### src/id_ser_pkg.sv
// ~~~~~~~~~~~~~~~~~~~~~~~~~~~~~~~~~~~~~~~~~~~~~~~~~~~~~~~~~~~~~~~~~~~~~~
// AXI read ID serializer package
// Port widths, AR/R channel structs and slot state encoding
// ~~~~~~~~~~~~~~~~~~~~~~~~~~~~~~~~~~~~~~~~~~~~~~~~~~~~~~~~~~~~~~~~~~~~~~
package id_ser_pkg;

  // Channel field widths
  localparam int unsigned SlvIdWidth = 4;
  localparam int unsigned MstIdWidth = 2;
  localparam int unsigned AddrWidth  = 16;
  localparam int unsigned DataWidth  = 16;
  localparam int unsigned LenWidth   = 4;

  // Default serializer configuration
  localparam int unsigned DefMaxUniqIds      = 4;
  localparam int unsigned DefMaxTxnsPerId    = 4;
  localparam int unsigned DefMstIdBaseOffset = 0;

  // AR channel seen on the slave port
  typedef struct packed {
    logic [SlvIdWidth-1:0] id;
    logic [AddrWidth-1:0]  addr;
    logic [LenWidth-1:0]   len;
  } slv_ar_t;

  // AR channel on the master port, narrowed ID
  typedef struct packed {
    logic [MstIdWidth-1:0] id;
    logic [AddrWidth-1:0]  addr;
    logic [LenWidth-1:0]   len;
  } mst_ar_t;

  // R channel returned on the slave port
  typedef struct packed {
    logic [SlvIdWidth-1:0] id;
    logic [DataWidth-1:0]  data;
    logic [1:0]            resp;
    logic                  last;
  } slv_r_t;

  // R channel coming from the master port
  typedef struct packed {
    logic [MstIdWidth-1:0] id;
    logic [DataWidth-1:0]  data;
    logic [1:0]            resp;
    logic                  last;
  } mst_r_t;

  // Per-slot serializer state
  typedef enum logic {
    SLOT_IDLE = 1'b0,
    SLOT_BUSY = 1'b1
  } slot_state_e;

endpackage

### src/txn_counter.sv
// ~~~~~~~~~~~~~~~~~~~~~~~~~~~~~~~~~~~~~~~~~~~~~~~~~~~~~~~~~~~~~~~~~~~~~~
// In-flight read counter for one master ID slot
// Up/down count with full and empty flags
// ~~~~~~~~~~~~~~~~~~~~~~~~~~~~~~~~~~~~~~~~~~~~~~~~~~~~~~~~~~~~~~~~~~~~~~
`timescale 1ns/100ps

module txn_counter #(
  parameter int unsigned MaxCount = id_ser_pkg::DefMaxTxnsPerId
) (
  input  logic clk_i,
  input  logic rst_n_i,
  input  logic inc_i,
  input  logic dec_i,
  output logic full_o,
  output logic empty_o
);

  // Wide enough to hold MaxCount itself
  localparam int unsigned CntWidth = $clog2(MaxCount + 1);

  logic [CntWidth-1:0] cnt_q;

  // Simultaneous inc and dec cancel out
  always_ff @(posedge clk_i) begin
    if (!rst_n_i) begin
      cnt_q <= '0;
    end else if (inc_i && !dec_i) begin
      cnt_q <= cnt_q + 1'b1;
    end else if (dec_i && !inc_i) begin
      cnt_q <= cnt_q - 1'b1;
    end
  end

  assign full_o  = (cnt_q == CntWidth'(MaxCount));
  assign empty_o = (cnt_q == '0);

  // Slot must stall new ARs once the limit is reached
  a_no_overflow: assert property (@(posedge clk_i) disable iff (!rst_n_i)
    full_o |-> !(inc_i && !dec_i))
    else $error("txn_counter: increment while full");

  // A retiring read must have been issued first
  a_no_underflow: assert property (@(posedge clk_i) disable iff (!rst_n_i)
    empty_o |-> !(dec_i && !inc_i))
    else $error("txn_counter: decrement while empty");

endmodule

### src/id_ser_slot_fsm.sv
// ~~~~~~~~~~~~~~~~~~~~~~~~~~~~~~~~~~~~~~~~~~~~~~~~~~~~~~~~~~~~~~~~~~~~~~
// Serializer slot for one master ID
// Admits ARs of a single slave ID at a time and keeps that ID for R
// ~~~~~~~~~~~~~~~~~~~~~~~~~~~~~~~~~~~~~~~~~~~~~~~~~~~~~~~~~~~~~~~~~~~~~~
`timescale 1ns/100ps

module id_ser_slot_fsm #(
  parameter int unsigned MaxTxnsPerId = id_ser_pkg::DefMaxTxnsPerId
) (
  input  logic                              clk_i,
  input  logic                              rst_n_i,
  input  logic                              ar_req_i,
  input  logic [id_ser_pkg::SlvIdWidth-1:0] ar_slv_id_i,
  input  logic                              ar_fire_i,
  input  logic                              r_last_fire_i,
  output logic                              ar_grant_o,
  output logic [id_ser_pkg::SlvIdWidth-1:0] slv_id_o
);

  import id_ser_pkg::*;

  slot_state_e           state_q, state_d;
  logic [SlvIdWidth-1:0] slv_id_q;
  logic                  cnt_full;
  logic                  cnt_empty;
  logic                  same_id;
  logic                  slot_free;

  // Outstanding reads of the current owner
  txn_counter #(
    .MaxCount ( MaxTxnsPerId )
  ) i_txn_counter (
    .clk_i   ( clk_i         ),
    .rst_n_i ( rst_n_i       ),
    .inc_i   ( ar_fire_i     ),
    .dec_i   ( r_last_fire_i ),
    .full_o  ( cnt_full      ),
    .empty_o ( cnt_empty     )
  );

  assign same_id = (slv_id_q == ar_slv_id_i);

  // Only an idle slot may change owner
  assign slot_free = (state_q == SLOT_IDLE);

  // Grant is purely combinational on the request
  assign ar_grant_o = ar_req_i && (slot_free || (same_id && !cnt_full));

  // Owner ID for routing R beats back
  assign slv_id_o = slv_id_q;

  always_comb begin
    state_d = state_q;
    case (state_q)
      SLOT_IDLE: begin
        if (ar_fire_i) begin
          state_d = SLOT_BUSY;
        end
      end
      SLOT_BUSY: begin
        // Nothing left in flight and no new owner
        if (cnt_empty && !ar_fire_i) begin
          state_d = SLOT_IDLE;
        end
      end
      default: state_d = SLOT_IDLE;
    endcase
  end

  always_ff @(posedge clk_i) begin
    if (!rst_n_i) begin
      state_q <= SLOT_IDLE;
    end else begin
      state_q <= state_d;
    end
  end

  // Owner ID reloaded on every accepted AR
  always_ff @(posedge clk_i) begin
    if (ar_fire_i) begin
      slv_id_q <= ar_slv_id_i;
    end
  end

  // Master side must not close a burst that this slot never issued
  a_no_r_when_idle: assert property (@(posedge clk_i) disable iff (!rst_n_i)
    (state_q == SLOT_IDLE) |-> !r_last_fire_i)
    else $error("id_ser_slot_fsm: R last beat on idle slot");

endmodule

### src/ar_spill_reg.sv
// ~~~~~~~~~~~~~~~~~~~~~~~~~~~~~~~~~~~~~~~~~~~~~~~~~~~~~~~~~~~~~~~~~~~~~~
// Two-entry spill register for the master AR channel
// Cuts the ready path while keeping full throughput
// ~~~~~~~~~~~~~~~~~~~~~~~~~~~~~~~~~~~~~~~~~~~~~~~~~~~~~~~~~~~~~~~~~~~~~~
`timescale 1ns/100ps

module ar_spill_reg (
  input  logic                clk_i,
  input  logic                rst_n_i,
  input  logic                valid_i,
  output logic                ready_o,
  input  id_ser_pkg::mst_ar_t data_i,
  output logic                valid_o,
  input  logic                ready_i,
  output id_ser_pkg::mst_ar_t data_o
);

  import id_ser_pkg::*;

  // Entry A takes input, entry B holds what A could not hand off
  mst_ar_t a_data_q;
  mst_ar_t b_data_q;
  logic    a_full_q;
  logic    b_full_q;
  logic    a_fill;
  logic    a_drain;
  logic    b_fill;
  logic    b_drain;

  assign a_fill  = valid_i && ready_o;
  // A is presented at the output whenever B is empty
  assign a_drain = a_full_q && !b_full_q;
  // Unaccepted A moves into B
  assign b_fill  = a_drain && !ready_i;
  assign b_drain = b_full_q && ready_i;

  always_ff @(posedge clk_i) begin
    if (!rst_n_i) begin
      a_full_q <= 1'b0;
      b_full_q <= 1'b0;
    end else begin
      if (a_fill) begin
        a_full_q <= 1'b1;
      end else if (a_drain) begin
        a_full_q <= 1'b0;
      end
      if (b_fill) begin
        b_full_q <= 1'b1;
      end else if (b_drain) begin
        b_full_q <= 1'b0;
      end
    end
  end

  always_ff @(posedge clk_i) begin
    if (a_fill) begin
      a_data_q <= data_i;
    end
    if (b_fill) begin
      b_data_q <= a_data_q;
    end
  end

  // Ready only looks at local fill state
  assign ready_o = !a_full_q || !b_full_q;
  assign valid_o = a_full_q || b_full_q;
  // B is always older than A
  assign data_o  = b_full_q ? b_data_q : a_data_q;

  a_out_stable: assert property (@(posedge clk_i) disable iff (!rst_n_i)
    (valid_o && !ready_i) |=> (valid_o && $stable(data_o)))
    else $error("ar_spill_reg: AR payload changed while stalled");

endmodule

### src/id_ser_top.sv
// ~~~~~~~~~~~~~~~~~~~~~~~~~~~~~~~~~~~~~~~~~~~~~~~~~~~~~~~~~~~~~~~~~~~~~~
// AXI read-channel ID serializer
// Folds slave IDs onto a few master ID slots, serializing shared slots,
// and restores the slave ID on the way back
// ~~~~~~~~~~~~~~~~~~~~~~~~~~~~~~~~~~~~~~~~~~~~~~~~~~~~~~~~~~~~~~~~~~~~~~
`timescale 1ns/100ps

module id_ser_top #(
  parameter int unsigned MaxUniqIds      = id_ser_pkg::DefMaxUniqIds,
  parameter int unsigned MaxTxnsPerId    = id_ser_pkg::DefMaxTxnsPerId,
  parameter int unsigned MstIdBaseOffset = id_ser_pkg::DefMstIdBaseOffset
) (
  input  logic                clk_i,
  input  logic                rst_n_i,
  // Slave AR
  input  id_ser_pkg::slv_ar_t slv_ar_i,
  input  logic                slv_ar_valid_i,
  output logic                slv_ar_ready_o,
  // Slave R
  output id_ser_pkg::slv_r_t  slv_r_o,
  output logic                slv_r_valid_o,
  input  logic                slv_r_ready_i,
  // Master AR
  output id_ser_pkg::mst_ar_t mst_ar_o,
  output logic                mst_ar_valid_o,
  input  logic                mst_ar_ready_i,
  // Master R
  input  id_ser_pkg::mst_r_t  mst_r_i,
  input  logic                mst_r_valid_i,
  output logic                mst_r_ready_o
);

  import id_ser_pkg::*;

  logic [MstIdWidth-1:0] ar_sel;
  logic [MaxUniqIds-1:0] ar_req;
  logic [MaxUniqIds-1:0] ar_grant;
  logic [MaxUniqIds-1:0] ar_fire;
  logic [MaxUniqIds-1:0] r_last_fire;
  logic [SlvIdWidth-1:0] slot_slv_id [MaxUniqIds];
  logic [SlvIdWidth-1:0] r_slv_id;
  logic                  sel_grant;
  logic                  spill_ready;
  logic                  ar_hs;
  logic                  r_last_hs;
  mst_ar_t               spill_in;

  // Slot index is (slave ID + offset) mod number of slots
  always_comb begin
    int unsigned slot_idx;
    slot_idx = (32'(slv_ar_i.id) + MstIdBaseOffset) % MaxUniqIds;
    ar_sel   = MstIdWidth'(slot_idx);
  end

  // Grants are already qualified by the per-slot request
  assign sel_grant      = |ar_grant;
  assign slv_ar_ready_o = sel_grant && spill_ready;
  assign ar_hs          = slv_ar_valid_i && slv_ar_ready_o;

  // R passes straight through, only the ID is swapped
  assign slv_r_valid_o = mst_r_valid_i;
  assign mst_r_ready_o = slv_r_ready_i;
  assign r_last_hs     = mst_r_valid_i && slv_r_ready_i && mst_r_i.last;

  for (genvar i = 0; i < MaxUniqIds; i++) begin : gen_slots
    // Only the addressed slot sees a request
    assign ar_req[i]      = slv_ar_valid_i && (ar_sel == MstIdWidth'(i));
    assign ar_fire[i]     = ar_hs && (ar_sel == MstIdWidth'(i));
    // Burst retires on its last beat
    assign r_last_fire[i] = r_last_hs && (mst_r_i.id == MstIdWidth'(i));

    id_ser_slot_fsm #(
      .MaxTxnsPerId ( MaxTxnsPerId )
    ) i_slot (
      .clk_i         ( clk_i          ),
      .rst_n_i       ( rst_n_i        ),
      .ar_req_i      ( ar_req[i]      ),
      .ar_slv_id_i   ( slv_ar_i.id    ),
      .ar_fire_i     ( ar_fire[i]     ),
      .r_last_fire_i ( r_last_fire[i] ),
      .ar_grant_o    ( ar_grant[i]    ),
      .slv_id_o      ( slot_slv_id[i] )
    );
  end

  // Stored owner ID of the slot named by the R beat
  always_comb begin
    r_slv_id = '0;
    for (int unsigned i = 0; i < MaxUniqIds; i++) begin
      if (mst_r_i.id == MstIdWidth'(i)) begin
        r_slv_id = slot_slv_id[i];
      end
    end
  end

  always_comb begin
    slv_r_o.id   = r_slv_id;
    slv_r_o.data = mst_r_i.data;
    slv_r_o.resp = mst_r_i.resp;
    slv_r_o.last = mst_r_i.last;
  end

  // Rebuilt AR with the slot number as master ID
  always_comb begin
    spill_in.id   = ar_sel;
    spill_in.addr = slv_ar_i.addr;
    spill_in.len  = slv_ar_i.len;
  end

  ar_spill_reg i_ar_spill_reg (
    .clk_i   ( clk_i                     ),
    .rst_n_i ( rst_n_i                   ),
    .valid_i ( slv_ar_valid_i && sel_grant ),
    .ready_o ( spill_ready               ),
    .data_i  ( spill_in                  ),
    .valid_o ( mst_ar_valid_o            ),
    .ready_i ( mst_ar_ready_i            ),
    .data_o  ( mst_ar_o                  )
  );

  // Accepted AR shows up on the master port one cycle later
  a_ar_latency: assert property (@(posedge clk_i) disable iff (!rst_n_i)
    ar_hs |=> mst_ar_valid_o)
    else $error("id_ser_top: accepted AR missing on master port");

  // Master must only answer with IDs this block can issue
  a_r_id_range: assert property (@(posedge clk_i) disable iff (!rst_n_i)
    mst_r_valid_i |-> (32'(mst_r_i.id) < MaxUniqIds))
    else $error("id_ser_top: R ID %0h out of slot range", mst_r_i.id);

endmodule

### config.mk
export PLATFORM = sky130hd
export DESIGN_NAME = id_ser_top
export DESIGN_NICKNAME = d
export VERILOG_FILES = /design/src/id_ser_pkg.sv /design/src/txn_counter.sv /design/src/id_ser_slot_fsm.sv /design/src/ar_spill_reg.sv /design/src/id_ser_top.sv
export SDC_FILE = /design/constraint.sdc
export NUM_CORES = 1
export LEC_CHECK = 0
export BUFFER_PORTS_ARGS = -buffer_cell sky130_fd_sc_hd__buf_4
export CAP_MARGIN = 10
export CORE_UTILIZATION = 25
export DETAILED_ROUTE_END_ITERATION = 10
export SKIP_LAST_GASP = 1
export SYNTH_ARGS = -nofsm -noshare
export SYNTH_HDL_FRONTEND = slang
export SYNTH_SLANG_ARGS = --single-unit
### constraint.sdc
create_clock -name clk_i -period 4.6 [get_ports clk_i]
set_input_delay 0.92 -clock clk_i [delete_from_list [all_inputs] [get_ports clk_i]]
set_output_delay 0.92 -clock clk_i [all_outputs]
set_load 0.01 [all_outputs]
==> flow_summary_export.csv <==
group,metric,value,unit
worst_setup_path,critPathKind,"input port to register",
place,place_area,0.00407,mm²
worst_setup_path,worstPathRequired,4870,ps
cts,post_cts.resized_instances,0,
cts,cts_root_buf,"clkbuf_16",
place,gp_congestion,0.806,
worst_setup_path,rrSetupSlack,1210,ps
worst_setup_path,cp.arrival,4010,ps
final_layout,finish.utilization,0.314,
floorplan,die_x,121,µm
worst_setup_path,r2r_end,"gen_slots[0].i_slot.i_txn_counter.cnt_q[2]",
yosys,syn_area_per_cell,14.9,µm²
yosys,syn-num-nets,298,
route,drc,0,
timing,slew_viol_final,0,
timing,clock_skew,9.25,ps
place,hpwlAfterDp,5080,µm
timing,timing.fmax,267,MHz
cts,htree_levels,3,
place,dp_cells,454,
worst_setup_path,reg2reg_from,"gen_slots[1].i_slot.i_txn_counter.cnt_q[0]",
floorplan,io_pins,100,
global_route,first_global_vias,2068,
final_layout,final_nets,344,
worst_setup_path,critPathTopFamily,"simple AND/OR/NAND/NOR gates",
floorplan,core_area,0.0139,mm²
final_layout,design_area,0.00436,mm²
cts,path_clk_slew,60,ps
cts,clock_path_buffers,2,
cts,clock_sinks,78,
final_layout,num_antenna_cells,0,
timing,finalSetupTns,0,ps
yosys,synth_fa_ha_area_frac,0.0367,
yosys,synth_mux_area_frac,0.109,
hold_path,hold_depth,0,
worst_setup_path,crit_path_max_fanout,11,
status,status,"finished clean",
yosys,synth_top_family_by_area,"multiplexers",
pwr,p_leak,1.59,nW
global_route,track_usage,0.105,
floorplan,start_util,0.256,
timing,finalSetupViolCount,0,
worst_setup_path,cp-end-kind,"register",
yosys,synth-compound-area-share,0.0518,
floorplan,die_area,0.0147,mm²
route,drt-total-wl,7190,µm
route,avgRoutedWirePerCell,15.3,µm
timing,min_period,3740,ps
job,drv_cap,0,
cts,insertion_delay,340,ps
global_route,antenna_found_initial,0,
yosys,ys_seq_area_frac,0.609,
yosys,synth_area,0.00355,mm²
cts,cts_hold_buf,0,
timing,slew_headroom,0.381,
pwr,power_density,386,mW/mm²
cts,cts_tree,"built",
global_route,grt_pass1_wl,11200,µm
final_layout,area_growth,22.8,%
yosys,synthSimpleGateAreaFrac,0.0878,
yosys,yosysTopAreaCell,"edfxtp_1",
global_route,grt_max_degree,26,
route,ant_nets,0,
worst_setup_path,crit_path_cell_trace,"buf_4 > and2b_1 > nand2b_1 > nor4_2 > nor3_2 > nor3_1 > ha_1 > inv_1 > fa_1 > xor2_1 > or3_1 > a21boi_0",
final_layout,drive_gt1_frac,0.410,
yosys,ys_ff_latch,78,
route,drtIter0Drc,112,
yosys,ys_warn_count,0,
yosys,synth_area_leaders,"edfxtp_1 51%, dfxtp_1 10%, mux2_2 7.0%",
floorplan,num_rows,43,
timing,tightest_slew,923,ps
hold_path,hold_class,"register to register",
worst_setup_path,startpoint,"slv_ar_i[21]",
yosys,synth_top_area_frac,0.508,
floorplan,die_y,121,µm
worst_setup_path,endpoint,"gen_slots[0].i_slot.i_txn_counter.cnt_q[2]",
yosys,synthXorXnorAreaFrac,0.0395,
final_layout,instances_no_fill,470,
worst_setup_path,path_buf_inv,2,
yosys,synth_cells,239,
place,port_buffers,63,
yosys,synth_cell_types,44,
cts,cts_buffers,9,
timing,finalHoldViolCount,0,
cts,postCtsSetupRepairBufs,0,
worst_setup_path,critPathLaunchType,"input port",
timing,holdWs,444,ps
pwr,ir_worst_vdd,0.000219,V
worst_setup_path,critical_path_cell_count,12,
timing,rsz0062_at_grt,"false",
worst_setup_path,cpPeakStageDelay,690,ps
hold_path,worstHoldStart,"i_ar_spill_reg.a_data_q[18]",
global_route,overflow,0,
worst_setup_path,critPathSlowestCell,"nor3_1",
timing,fin_crit_sh,0.813,
route,vias,2041,
route,firstDrtPassIters,4,
worst_setup_path,r2r_cells,11,
route,viasPerCell,4.34,
-- worst min path at each step --
stage,end,slack (ps)
after floorplan,i_ar_spill_reg.b_data_q[0],420
after global placement,i_ar_spill_reg.b_data_q[4],430
after detailed placement,i_ar_spill_reg.b_data_q[3],430
after CTS,i_ar_spill_reg.b_data_q[3],450
after global routing,i_ar_spill_reg.b_data_q[3],450
final,i_ar_spill_reg.b_data_q[18],440
-- synth_stat cells (all sizes together) --
library cell / instances
xnor2: 9
o311ai: 4
xor2: 7
a211o: 1
nand3b: 2
clkbuf: 6
nand2: 6
and3: 1
edfxtp: 60
or2: 2
o21ai: 5
or3b: 2
o31ai: 4
nor2b: 5
inv: 6
a41oi: 2
ha: 4
and2: 5
a21boi: 5
or3: 5
mux2i: 5
and3b: 1
dfxtp: 18
buf: 25
nor3b: 2
nand3: 3
nor4: 2
mux4: 4
nand2b: 1
nor2: 4
and2b: 1
fa: 4
nor3: 5
o22ai: 1
mux2: 22
-- cells by family (layout without fill, tap and decap cells) --
kind of cell / Yosys count / in the layout
AOI/OAI and AO/OA: 22 / 22
xor gates and xnor gates: 16 / 16
adders and majority gates: 8 / 8
buffers and inverters: 37 / 88
DFF: 78 / 78
muxes: 31 / 31
and+or+nand+nor: 47 / 47
-- worst reg2reg max path: cells and delay by family (launching register included) --
family / cells / cell delay (ps)
simple gates: 4 / 1750
xor+xnor: 1 / 80
compound gates: 3 / 540
buf+inv: 1 / 80
flops: 1 / 350
fa+ha+maj: 2 / 520
-- power breakdown --
| group | internal (W) | total (W) | switching [W] | leakage, nW |
|---|---|---|---|---|
| clock | 0.000419 | 0.000700 | 0.000281 | 0.146 |
| combinational | 0.0000870 | 0.000170 | 0.0000828 | 0.740 |
| sequential | 0.000797 | 0.000814 | 0.0000170 | 0.706 |
| total | 0.00130 | 0.00168 | 0.000381 | 1.59 |
-- layout make-up --
cell class                 count  area (µm²)
clock inverter                 6        62.6
sequential                    78        2160
timing repair buffer          66         495
fill                        1378        9520
clock buffer                  10         229
tap                          180         225
multi-input combinational    124        1160
inverter                       6        22.5
-- placed cells by master, fill, tap and decap left out, types with 5 or more instances in the layout --
cell type,instances
and2_1,5
buf_4,66
clkbuf_16,9
dfxtp_1,18
edfxtp_1,60
inv_1,6
mux2_2,22
mux2i_1,5
nand2_1,6
nor2b_1,5
o21ai_0,5
or3_1,5
xnor2_1,9
xor2_1,7
-- sequential cells by signal, indices dropped and copies added, names as in the netlist --
register,flops
gen_slots.i_slot.i_txn_counter.cnt_q,12
gen_slots.i_slot.state_q,4
i_ar_spill_reg.a_data_q,22
i_ar_spill_reg.b_full_q,1
i_ar_spill_reg.b_data_q,22
gen_slots.i_slot.slv_id_o,16
i_ar_spill_reg.a_full_q,1
-- metrics by stage --
step,setup WS (ps),total power (W)
after floorplan,1070,0.000936
after global placement,566,0.000996
after detailed placement,509,0.00100
after CTS,865,0.00171
after global routing,673,0.00175
final,861,0.00168
-- routing by layer --
metal | global-route usage | share of wire
met1 | 0.135 | 0.47
met2 | 0.153 | 0.44
met3 | 0.0428 | 0.069
met4 | 0.0509 | 0.022
met5 | 0 | 0
(Power assumes the default switching activity.)
